**src/hdl/cart_pkg.sv**
```systemverilog
//==========================================================================
// Cartridge slot shared constants
//   CPU, data and download bus widths
//   Address map of the save RAM region
//   Bank register count and reset values
//==========================================================================

`default_nettype none

package cart_pkg;

	// Bus widths
	localparam int CPU_AW = 23;
	localparam int DATA_W = 16;
	localparam int DL_AW  = 25;

	// cart_addr[23:21] value of the save RAM window
	localparam logic [2:0] SRAM_REGION = 3'd1;

	// Save RAM size in bytes, as an address width
	localparam int SAVE_AW = 15;

	// SSF2 page registers, linear mapping out of reset
	localparam int BANK_COUNT = 8;
	localparam int BANK_INIT [BANK_COUNT] = '{0, 1, 2, 3, 4, 5, 6, 7};

endpackage

`default_nettype wire

```
**src/hdl/rom_loader.sv**
```systemverilog
//==========================================================================
// ROM download loader
//   Word counter and ROM write port
//   Loaded size and power of two address mask
//==========================================================================

`timescale 1ns/1ps
`default_nettype none

module rom_loader #(
	parameter int ROM_AW = 22
) (
	input  wire                          clk,
	input  wire                          reset,
	input  wire                          cart_dl,
	input  wire                          cart_dl_wr,
	input  wire  [cart_pkg::DATA_W-1:0]  cart_dl_data,
	output logic                         rom_wr_en,
	output logic [ROM_AW-1:0]            rom_wr_addr,
	output logic [cart_pkg::DATA_W-1:0]  rom_wr_data,
	output logic [cart_pkg::DL_AW-1:0]   rom_size,
	output logic [ROM_AW-1:0]            rom_mask
);

	logic                       dl_q;
	logic                       dl_start;
	logic                       dl_wr;
	logic [cart_pkg::DL_AW-1:0] count;
	logic [ROM_AW-1:0]          mask;

	assign dl_start = cart_dl & ~dl_q;
	assign dl_wr    = cart_dl & cart_dl_wr;

	// A new download starts from an empty ROM
	assign count = dl_start ? '0 : rom_size;
	assign mask  = dl_start ? '0 : rom_mask;

	always_ff @(posedge clk) begin
		if (reset) begin
			dl_q      <= 1'b0;
			rom_wr_en <= 1'b0;
		end else begin
			dl_q      <= cart_dl;
			rom_wr_en <= dl_wr;
		end
	end

	// Size and mask belong to the loaded image and survive a CPU reset
	always_ff @(posedge clk) begin
		if (dl_wr) begin
			rom_size <= count + 1'b1;
			rom_mask <= mask | count[ROM_AW-1:0];
		end else if (dl_start) begin
			rom_size <= '0;
			rom_mask <= '0;
		end
	end

	always_ff @(posedge clk) begin
		if (dl_wr) begin
			rom_wr_addr <= count[ROM_AW-1:0];
			rom_wr_data <= cart_dl_data;
		end
	end

endmodule

`default_nettype wire

```
**config.mk**
```make
export PLATFORM = sky130hd
export DESIGN_NAME = rom_loader
export DESIGN_NICKNAME = d
export VERILOG_FILES = /design/src/hdl/cart_pkg.sv /design/src/hdl/rom_loader.sv
export SDC_FILE = /design/constraint.sdc
export NUM_CORES = 1
export LEC_CHECK = 0
export BUFFER_PORTS_ARGS = -buffer_cell sky130_fd_sc_hd__buf_2
export CAP_MARGIN = 40
export CORE_MARGIN = 2
export CORE_UTILIZATION = 42
export DETAILED_ROUTE_END_ITERATION = 16
export GPL_TIMING_DRIVEN = 1
export PLACE_DENSITY = 0.69
export SLEW_MARGIN = 20
export SYNTH_ARGS = -nofsm -noshare
export SYNTH_HDL_FRONTEND = slang
export SYNTH_SLANG_ARGS = --single-unit
export TNS_END_PERCENT = 20
```
**constraint.sdc**
```tcl
create_clock -name clk -period 2.9 [get_ports clk]
set_input_delay 0.58 -clock clk [delete_from_list [all_inputs] [get_ports clk]]
set_output_delay 0.58 -clock clk [all_outputs]
set_load 0.005 [all_outputs]
```
==> key figures, run 1 <==
Run status
  • Status: finished clean

Pwr
  • Leak: roughly 1.7 nW
  • Overall Power: about 0.0022 W
  • Power per cell area: roughly 560 nW/um^2
  • Max VDD drop: 261 uV

Critical path
  • Crit path DAT: approximately 2.5 ns
  • R2r endpoint: rom_size[22]
  • Worst setup SP type: register
  • Crit path depth: 8
  • Maximum fanout along the worst path: 6
  • Worst stage delay on the critical path: 0.43 ns
  • Buf/Inv on CP: 0
  • Slowest CP cell: or4_1
  • CP Cell Sequence: nand2b_1 > and2_1 > ha_1 > nand4_1 > nor3_4 > nand4_4 > or4_1 > a21oi_1
  • R2R Setup Slk: between 0.7 and 0.8 ns
  • Worst path required time: ~3.2 ns
  • FF-to-FF Start: dl_q
  • Delay-heaviest family, CP: simple AND/OR/NAND/NOR gates
  • FF-to-FF path depth: 8
  • CP endpoint kind: register
  • Critical path type: reg2reg

Floorplan
  • Core area: between 7000 and 8000 um^2
  • Die Y: between 80 and 90 um
  • Row cnt: 31
  • Chip Width: 89.5 um
  • Full die area: ~8000 um^2
  • IO Pins: between 100 and 150
  • Initial Utilization: 42.8%

Clock network
  • Maximum clock path buffer count: 2
  • Post-CTS sizing: 0
  • # Post-CTS Setup Buffers: 0
  • CTS H-tree depth: 3
  • Clock net sink count: just under 90
  • CTS buffer count: 9
  • CTS tree: yes
  • Clock Latency Late Sink: roughly 0.35 ns
  • CTS root buf: clkbuf_8
  • # hold bufs at CTS: 0
  • Clock slew at reported path FFs: roughly 0.090 ns

Placement
  • Post-placement cell count: roughly 450
  • Dpl ws: 0.429 ns
  • Detailed Place HPWL: approximately 4400 um
  • PortBufs: 105
  • Final weighted congestion in routability-driven placement: roughly 0.77

STA
  • Actual slew at the worst max-slew pin: 0.437 ns
  • RSZ-0062 raised after global routing: false
  • Max-slew headroom: 70.7%
  • Fmax: between 0.4 and 0.5 GHz
  • Max Slew Vio Count: 0
  • PnR worst setup slack: 0.717 ns
  • Fin Setup TNS: 0 ns
  • Fin crit period: about 2.2 ns
  • Setup violators final: 0
  • Hold Fails Final Rpt: 0
  • Crit share post-route: around three quarters
  • Hold slack: roughly 0.40 ns
  • Clock skew: 0.00974 ns

Job
  • Maxcap violations: 0

Logic synthesis
  • Primary FF master, synth: dfxtp_1
  • Synth unique cells: 29
  • FF+latch count, synth: 87
  • Syn avg cell area: around 12 um^2
  • EDFF count, synth: 38
  • Sequential cell area fraction in the yosys report: 69.2%
  • Post-Synthesis Cells: 249
  • Synth warn: 0
  • Asr flop ratio synth: 0%
  • Mapped cell area: approximately 3100 um^2
  • Net count after synthesis: 270

Route
  • First-pass DRT Iterations: 4
  • Drc violations: 0
  • Final WL: around 6300 um
  • Routed Antenna Nets: 0
  • Routed vias: about 2,200
  • DR WL/cell: around 14 um
  • DR vias/cell: around 4.7
  • Iter 0 DRT Violations: 56

Finish
  • P&R area growth vs syn: 26.4%
  • Number of diodes: 0
  • Share of post-route cells with drive strength above 1: 36.3%
  • Commonest non-fill, non-tap cells in the layout: buf_2, dfxtp_1, edfxtp_1
  • Non-Filler Instances: approximately 460
  • Final net count: roughly 380
  • Commonest non-fill, non-tap cell in the layout: buf_2

Global routing
  • Global-route wire length before repair: 9600 um
  • GR Util All Layers: 16.0%
  • Vias in the first global route: 1,948
  • Largest net degree at the start of global routing: 38
  • GR Overflow Total: 0
  • Antenna violations before repair: 0

Hold path
  • Worst Hold Launch: cart_dl_data[3]
  • Hold EP: rom_wr_data[3]
  • Tightest Hold Check Type: in2reg
  • Hold depth: 1
==> power breakdown <==
group,total (W),internal [W],switching [W],leakage (nW)
Sequential,0.00133,0.00132,0.0000145,0.734
Clock,0.000735,0.000311,0.000424,0.0781
Combinational,0.000110,0.0000475,0.0000621,0.891
==> cell type report <==
cell class | count | area (um^2)
Multi-Input combinational cell | 150 | 897
Inverter | 3 | 11.3
Tap cell | 99 | 124
Clock inverter | 6 | 45.0
Fill cell | 624 | 3300
Sequential cell | 87 | 2120
Timing Repair Buffer | 109 | 556
Clock buffer | 9 | 124
==> cell usage after synthesis (3+ instances only) <==
cell | instances | area, um^2
o21ai_0 | 4 | 20.0
clkbuf_1 | 7 | 26.3
and2_1 | 23 | 144
and3_1 | 4 | 25.0
dfxtp_1 | 49 | 981
inv_1 | 3 | 11.3
nor3_1 | 3 | 15.0
and4_1 | 3 | 26.3
a21oi_1 | 25 | 125
or3_1 | 4 | 25.0
nand3_1 | 7 | 35.0
xnor2_1 | 10 | 87.6
nand2_1 | 14 | 52.6
xor2_1 | 9 | 78.8
edfxtp_1 | 38 | 1140
nor2_1 | 29 | 109
==> per-layer routing <==
layer | up-vias | global-route usage, % | routed length [um]
met5 | - | 0 | 0
met4 | 0 | 5.43 | 47
met3 | 5 | 5.17 | 457
met2 | 82 | 25.3 | 2960
met1 | 996 | 20.8 | 2860
li1 | 1084 | - | -
==> through the flow <==
stage	utilization (%)	cell area (um^2)
final	54.1	3880
after CTS	54.1	3880
after detailed placement	51.7	3710
after floorplan	-	3070
after global routing	54.1	3880
after global placement	51.7	3710
==> how the worst max path moves through the flow <==
stage / startpoint / to / slack, ns
finish: dl_q / rom_size[22] / 0.72
global route: dl_q / rom_size[22] / 0.57
CTS: dl_q / rom_size[22] / 0.73
detailed placement: cart_dl / rom_size[22] / 0.43
global placement: cart_dl / rom_size[22] / 0.48
floorplan: cart_dl / rom_wr_addr[0] / 0.39
==> cells by family after synthesis <==
family | share of synthesized area (%)
muxes | 0.367
buffers and inverters | 1.71
and+or+nand+nor | 17.7
xor gates and xnor gates | 5.42
AOI/OAI and AO/OA | 5.22
DFF | 69.2
adders and majority gates | 0.408
==> flip-flops by register name, indices dropped and copies added, names as in the netlist <==
name / flops
dl_q: 1
rom_mask: 22
rom_size: 25
rom_wr_addr: 22
rom_wr_data: 16
rom_wr_en: 1
(Power assumes the default switching activity.)
==> inputs of run 2 (changes only) <==
- ABC_AREA: not set -> 1
- PLACE_DENSITY: 0.69 -> 0.68
- clock period: 2.9 -> 2.2 ns (I/O delays scaled with it)
==> run 2 against run 1 <==
Register-to-register slack got worse by 0.37 ns. First-iteration DRC count rose to 2.6 times the previous value. Global-route usage grew 1.8 points. Critical path depth grew 2. Synthesized area increased by 9.2%. Largest cell class unchanged. Die area up 8.8%. Critical path type unchanged. Maximum frequency grew 18%. Cell count is 22% higher. Clock skew up 0.0019 ns.
==> key figures, run 2 <==
Run status
  • Status: finished clean (unchanged)

Placement
  • Post-placement cell count: 550 (was 448)
  • Dpl ws: 0.196 ns (was 0.429 ns)
  • Dpl cell area: 4040 um^2 (was 3710 um^2)
  • Detailed Place HPWL: 5600 um (was 4420 um)
  • Final weighted congestion in routability-driven placement: 0.845 (was 0.767)
  • PortBufs: 105 (unchanged)

Clock network
  • # hold bufs at CTS: 0 (unchanged)
  • CTS tree: yes (unchanged)
  • CTS buffer count: 9 (unchanged)
  • Maximum clock path buffer count: 2 (unchanged)
  • Clock net sink count: 87 (unchanged)
  • CTS H-tree depth: 3 (unchanged)
  • Post-CTS sizing: 0 (unchanged)
  • Clock Latency Late Sink: 0.34 ns (was 0.35 ns)
  • # Post-CTS Setup Buffers: 0 (unchanged)
  • Clock slew at reported path FFs: 0.09 ns (about the same)
  • CTS root buf: clkbuf_8 (unchanged)

STA
  • Fin crit period: 1.85 ns (was 2.18 ns)
  • Fin Setup TNS: 0 ns (unchanged)
  • Setup violators final: 0 (unchanged)
  • Max Slew Vio Count: 0 (unchanged)
  • Max-slew headroom: 71.2% (was 70.7%)
  • Hold Fails Final Rpt: 0 (unchanged)
  • PnR worst setup slack: 0.348 ns (was 0.717 ns)
  • Fmax: 0.540 GHz (was 0.458 GHz)
  • Crit share post-route: 84.2% (was 75.3%)
  • Clock skew: 0.0117 ns (was 0.00974 ns)
  • Actual slew at the worst max-slew pin: 0.429 ns (was 0.437 ns)
  • RSZ-0062 raised after global routing: false (unchanged)

Finish
  • Post-layout util: 54.8% (was 54.1%)
  • Commonest non-fill, non-tap cells in the layout: buf_2, nand2_1, dfxtp_1 (was buf_2, dfxtp_1, edfxtp_1)
  • Fin area: 4230 um^2 (was 3880 um^2)
  • Flip-flop count of the largest register after layout: 25 (unchanged)
  • Final net count: 480 (was 381)
  • Largest regs: rom_size x25, rom_mask x22, rom_wr_addr x22 (unchanged)
  • Commonest non-fill, non-tap cell in the layout: buf_2 (unchanged)
  • P&R area growth vs syn: 26.3% (was 26.4%)
  • Share of post-route cells with drive strength above 1: 32.3% (was 36.3%)
  • Non-Filler Instances: 566 (was 463)
  • Largest Register: rom_size (unchanged)
  • Number of diodes: 0 (unchanged)

Floorplan
  • Die Y: 93.3 um (was 89.5 um)
  • Core area: 7730 um^2 (was 7180 um^2)
  • Row cnt: 32 (was 31)
  • Chip Width: 93.3 um (was 89.5 um)
  • Full die area: 8710 um^2 (was 8000 um^2)
  • Initial Utilization: 43.4% (was 42.8%)
  • IO Pins: 106 (unchanged)

Critical path
  • Crit path DAT: 2.10 ns (was 2.46 ns)
  • Worst setup SP type: register (unchanged)
  • FF-to-FF Start: dl_q (unchanged)
  • CP Cell Sequence: inv_2 > nand2_4 > buf_12 > nand2_1 > nor2_1 > nand3_1 > nor2_4 > nand3_1 > nand2_1 > inv_1 (was nand2b_1 > and2_1 > ha_1 > nand4_1 > nor3_4 > nand4_4 > or4_1 > a21oi_1)
  • Maximum fanout along the worst path: 49 (was 6)
  • Critical Path Source: dl_q (unchanged)
  • Critical path type: reg2reg (unchanged)
  • Worst stage delay on the critical path: 0.38 ns (was 0.43 ns)
  • Worst path required time: 2.45 ns (was 3.18 ns)
  • CP endpoint kind: register (unchanged)
  • Slowest CP cell: dfxtp_1 (was or4_1)
  • R2R Setup Slk: 0.35 ns (was 0.72 ns)

Logic synthesis
  • Mapped cell area: 3350 um^2 (was 3070 um^2)
  • Synthesized-area fraction occupied by adder cells: 0.373% (was 0.408%)
  • XOR/XNOR share of the synthesized area: 3.92% (was 5.42%)
  • Synth unique cells: 24 (was 29)
  • Fraction of the mapped netlist area in compound gates: 3.21% (was 5.22%)
  • Largest family of logic cells by synthesized area: simple AND/OR/NAND/NOR gates (unchanged)
  • Dominant cell type by area after synthesis: edfxtp_1 (unchanged)
  • Count leader, synth: nand2_1 (was dfxtp_1)
  • Net count after synthesis: 363 (was 270)
  • Synth warn: 0 (unchanged)
  • Syn avg cell area: 9.80 um^2 (was 12.3 um^2)
  • Primary FF master, synth: dfxtp_1 (unchanged)
  • Asr flop ratio synth: 0% (unchanged)
  • Commonest cells post-synth: nand2_1, dfxtp_1, inv_1 (was dfxtp_1, edfxtp_1, nor2_1)
  • EDFF count, synth: 38 (unchanged)
  • Share of the synthesized area in the top cell type: 34.1% (was 37.2%)
  • Post-Synthesis Cells: 342 (was 249)
  • Sequential cell area fraction in the yosys report: 63.3% (was 69.2%)
  • FF+latch count, synth: 87 (unchanged)
  • Top cells by area, synth: edfxtp_1, dfxtp_1, nand2_1 (was edfxtp_1, dfxtp_1, and2_1)
  • Synth Area in Simple Gates: 22.0% (was 17.7%)
  • Mux cell area share after synthesis: 0% (was 0.367%)

Hold path
  • Tightest Hold Check Type: in2reg (unchanged)
  • Worst Hold Launch: cart_dl_data[11] (was cart_dl_data[3])

Job
  • Maxcap violations: 0 (unchanged)

Global routing
  • GR Util All Layers: 17.8% (was 16.0%)
  • GR Overflow Total: 0 (unchanged)
  • Antenna violations before repair: 0 (unchanged)
  • Vias in the first global route: 2,554 (was 1,948)
  • Largest net degree at the start of global routing: 50 (was 38)
  • Global-route wire length before repair: 12,200 um (was 9600 um)

Pwr
  • Leak: 1.99 nW (was 1.70 nW)
  • Power per cell area: 713 nW/um^2 (was 561 nW/um^2)
  • Max VDD drop: 331 uV (was 261 uV)

Route
  • First-pass DRT Iterations: 4 (unchanged)
  • Routed vias: 2,620 (was 2,167)
  • Final WL: 7600 um (was 6330 um)
  • DR vias/cell: 4.63 (was 4.68)
  • DR WL/cell: 13.4 um (was 13.7 um)
  • Routed Antenna Nets: 0 (unchanged)
  • Drc violations: 0 (unchanged)
  • Iter 0 DRT Violations: 145 (was 56)
## run 2: final timing paths
check	end	depth (start not counted)
setup / recovery	rom_size[19]	10
hold / removal	rom_wr_data[11]	1
setup reg to reg	rom_size[19]	10
hold reg to reg	rom_mask[17]	2
## run 2: kinds of logic after synthesis
logic type      after synthesis
simple gates                160
flops                        87
buf+inv                      59
compound gates               20
xor+xnor                     15
fa+ha+maj                     1
## run 2: through the flow
step,hold slack (ns),power [W]
global route,0.242,0.00312
finish,0.263,0.00302
floorplan,0.447,0.00185
global placement,0.435,0.00194
CTS,0.243,0.00305
detailed placement,0.442,0.00195
## run 2: layout make-up
type / instances / area (um^2)
Clock buffer: 10 / 128
Clock inverter: 6 / 68.8
Fill cell: 707 / 3490
Inverter: 51 / 191
Multi-Input combinational cell: 196 / 990
Sequential cell: 87 / 2120
Tap cell: 102 / 128
Timing Repair Buffer: 114 / 606
## run 2: power breakdown
| part | switching [W] | internal [W] |
|---|---|---|
| combinational | 0.0000900 | 0.0000657 |
| clock | 0.000578 | 0.000534 |
| sequential | 0.0000195 | 0.00173 |
| total | 0.000687 | 0.00233 |
## run 2: critical path: cells and delay by family, from the launching register on
family / cells / cell delay [ns]
buffers and inverters: 3 / 0.32
DFF: 1 / 0.38
and+or+nand+nor: 7 / 1.05
## run 2: metal layers
metal | track usage, % | part of all wire [%] | up-vias
li1 | - | - | 1330
met1 | 23.3 | 45 | 1193
met2 | 28.7 | 47 | 82
met3 | 3.14 | 5.8 | 15
met4 | 8.70 | 2.1 | 0
met5 | 0 | 0 | -
==> inputs of run 3 (changes only) <==
- PLACE_DENSITY: 0.68 -> 0.7
- clock period: 2.2 -> 1.7 ns (I/O delays scaled with it)
==> run 3 against run 2 <==
Critical path depth unchanged. Register-to-register slack got worse by 0.26 ns. Clock power increased by 32%. Non-clock buffer count increased by 22. Via count increased by 2.6%. Clock skew decreased by 0.0041 ns. Die area unchanged. Cell count increased by 3.9%. Sequential cell count unchanged. Total power increased by 31%. Count of clock-buffer cells in the layout increased by 1. Largest cell class unchanged. Highest routed layer unchanged.
==> key figures, run 3 (synthesis gave the netlist of run 2 again) <==
Finish
  • Register area: 2120 um^2 (about the same)
  • Largest regs: rom_size x25, rom_mask x22, rom_wr_addr x22 (unchanged)
  • Final net count: 502 (was 480)
  • Share of post-route cells with drive strength above 1: 37.0% (was 32.3%)
  • Commonest non-fill, non-tap cell in the layout: buf_2 (unchanged)
  • Area taken by multi-input logic gates: 1010 um^2 (was 990 um^2)
  • Fin area: 4460 um^2 (was 4230 um^2)
  • Number of diodes: 0 (unchanged)
  • Post-layout util: 57.7% (was 54.8%)
  • Largest Register: rom_size (unchanged)
  • Commonest non-fill, non-tap cells in the layout: buf_2, nand2_1, dfxtp_1 (unchanged)
  • FILL cells: 713 (was 707)
  • Flip-flop count of the largest register after layout: 25 (unchanged)
  • P&R area growth vs syn: 33.0% (was 26.3%)

STA
  • Hold slack: 0.149 ns (was 0.263 ns)
  • Hold Fails Final Rpt: 0 (unchanged)
  • Fin crit period: 1.61 ns (was 1.85 ns)
  • Fin Setup TNS: 0 ns (unchanged)
  • Crit share post-route: 94.8% (was 84.2%)
  • Max Slew Vio Count: 0 (unchanged)
  • Actual slew at the worst max-slew pin: 0.282 ns (was 0.429 ns)
  • Max-slew headroom: 81.1% (was 71.2%)
  • Fmax: 0.621 GHz (was 0.540 GHz)
  • Setup violators final: 0 (unchanged)
  • Clock skew: 0.00761 ns (was 0.0117 ns)

Critical path
  • Delay-heaviest family, CP: simple AND/OR/NAND/NOR gates (unchanged)
  • Worst path required time: 1.95 ns (was 2.45 ns)
  • Critical path type: reg2reg (unchanged)
  • Crit path DAT: 1.87 ns (was 2.10 ns)
  • Maximum fanout along the worst path: 3 (was 49)
  • Worst stage delay on the critical path: 0.35 ns (was 0.38 ns)
  • Worst setup SP type: register (unchanged)
  • CP Cell Sequence: inv_2 > nand2_4 > nand2_2 > inv_2 > ha_2 > nand2_2 > nor3_1 > nand3_1 > xor2_1 > inv_1 (was inv_2 > nand2_4 > buf_12 > nand2_1 > nor2_1 > nand3_1 > nor2_4 > nand3_1 > nand2_1 > inv_1)
  • CP endpoint kind: register (unchanged)
  • Buf/Inv on CP: 3 (unchanged)
  • Slowest CP cell: dfxtp_2 (was dfxtp_1)

Pwr
  • Max VDD drop: 448 uV (was 331 uV)
  • Leak: 2.11 nW (was 1.99 nW)
  • Power per cell area: 888 nW/um^2 (was 713 nW/um^2)

Floorplan
  • IO Pins: 106 (unchanged)
  • Initial Utilization: 43.4% (unchanged)
  • Core area: 7730 um^2 (unchanged)
  • Full die area: 8710 um^2 (unchanged)
  • Chip Width: 93.3 um (unchanged)
  • Row cnt: 32 (unchanged)
  • Die Y: 93.3 um (unchanged)

Clock network
  • # hold bufs at CTS: 0 (unchanged)
  • Clock slew at reported path FFs: 0.09 ns (about the same)
  • Clock Latency Late Sink: 0.35 ns (was 0.34 ns)
  • CTS buffer count: 9 (unchanged)
  • CTS root buf: clkbuf_8 (unchanged)
  • CTS H-tree depth: 3 (unchanged)
  • Maximum clock path buffer count: 2 (unchanged)
  • CTS tree: yes (unchanged)
  • Clock net sink count: 87 (unchanged)

Route
  • DR WL/cell: 12.8 um (was 13.4 um)
  • Routed Antenna Nets: 0 (unchanged)
  • Routed vias: 2,687 (was 2,620)
  • First-pass DRT Iterations: 4 (unchanged)
  • DR vias/cell: 4.57 (was 4.63)
  • Iter 0 DRT Violations: 112 (was 145)
  • Final WL: 7510 um (was 7600 um)
  • Drc violations: 0 (unchanged)

Placement
  • Dpl cell area: 4230 um^2 (was 4040 um^2)
  • Detailed Place HPWL: 5670 um (was 5600 um)
  • PortBufs: 105 (unchanged)
  • Final weighted congestion in routability-driven placement: 0.847 (was 0.845)

Global routing
  • GR Overflow Total: 0 (unchanged)
  • Antenna violations before repair: 0 (unchanged)
  • Global-route wire length before repair: 11,700 um (was 12,200 um)
  • Largest net degree at the start of global routing: 35 (was 50)
  • Vias in the first global route: 2,420 (was 2,554)
  • GR Util All Layers: 17.5% (was 17.8%)

Run status
  • Status: finished clean (unchanged)

Job
  • Maxcap violations: 0 (unchanged)

Hold path
  • Tightest Hold Check Type: in2reg (unchanged)
## run 3: cell types whose count changed in the layout (fill, tap and decap cells not counted), sizes merged
| cell | change |
|---|---|
| buf | +22 |
| clkinv | +2 |
| inv | -2 |
| clkbuf | +1 |
| clkinvlp | -1 |
## run 3: worst register-to-register path, stage by stage (launching register included)
cell and delay, ns:
dfxtp_2 0.35, inv_2 0.05, nand2_4 0.10, nand2_2 0.07
inv_2 0.06, ha_2 0.17, nand2_2 0.09, nor3_1 0.28
nand3_1 0.13, xor2_1 0.15, inv_1 0.06
## run 3: path summary, 6_finish.rpt
kind,start,to,slack [ns],cells after the start
min,reset,dl_q,0.15,2
max,dl_q,rom_size[6],0.09,10
max reg2reg,dl_q,rom_size[6],0.09,10
min reg2reg,rom_mask[21],rom_mask[21],0.46,2
## run 3: through the flow
stage	setup slack, ns	total power, W	instances
floorplan	0.000592	0.00240	342
global placement	-0.0392	0.00254	571
detailed placement	-0.107	0.00255	571
CTS	0.0515	0.00400	587
global route	-0.0177	0.00410	588
finish	0.0888	0.00396	588
## run 3: final cells by class
cell class,count,area share [%]
well taps,102,2.86
clock inverters,5,1.26
repair buffers,136,17.9
multi-input cells,196,22.7
inverters,51,4.29
clock buffers,11,3.40
flip-flops and latches,87,47.6
## run 3: layer usage
| layer | wire, um | up-vias | global-route usage, % |
|---|---|---|---|
| met1 | 3440 | 1206 | 23.1 |
| met3 | 580 | 10 | 4.51 |
| met2 | 3370 | 97 | 27.6 |
| met4 | 119 | 0 | 7.11 |
| met5 | 0 | - | 0 |
| li1 | - | 1374 | - |
## run 3: where the power goes
group | internal, W | total, W | switching (W)
Combinational | 0.000107 | 0.000232 | 0.000125
Sequential | 0.00224 | 0.00226 | 0.0000219
Clock | 0.000757 | 0.00146 | 0.000707
## run 3: timing repair
item                       in CTS  in global routing
resized for setup               0                  3
setup endpoints to repair       0                  3
buffers inserted                0                  1
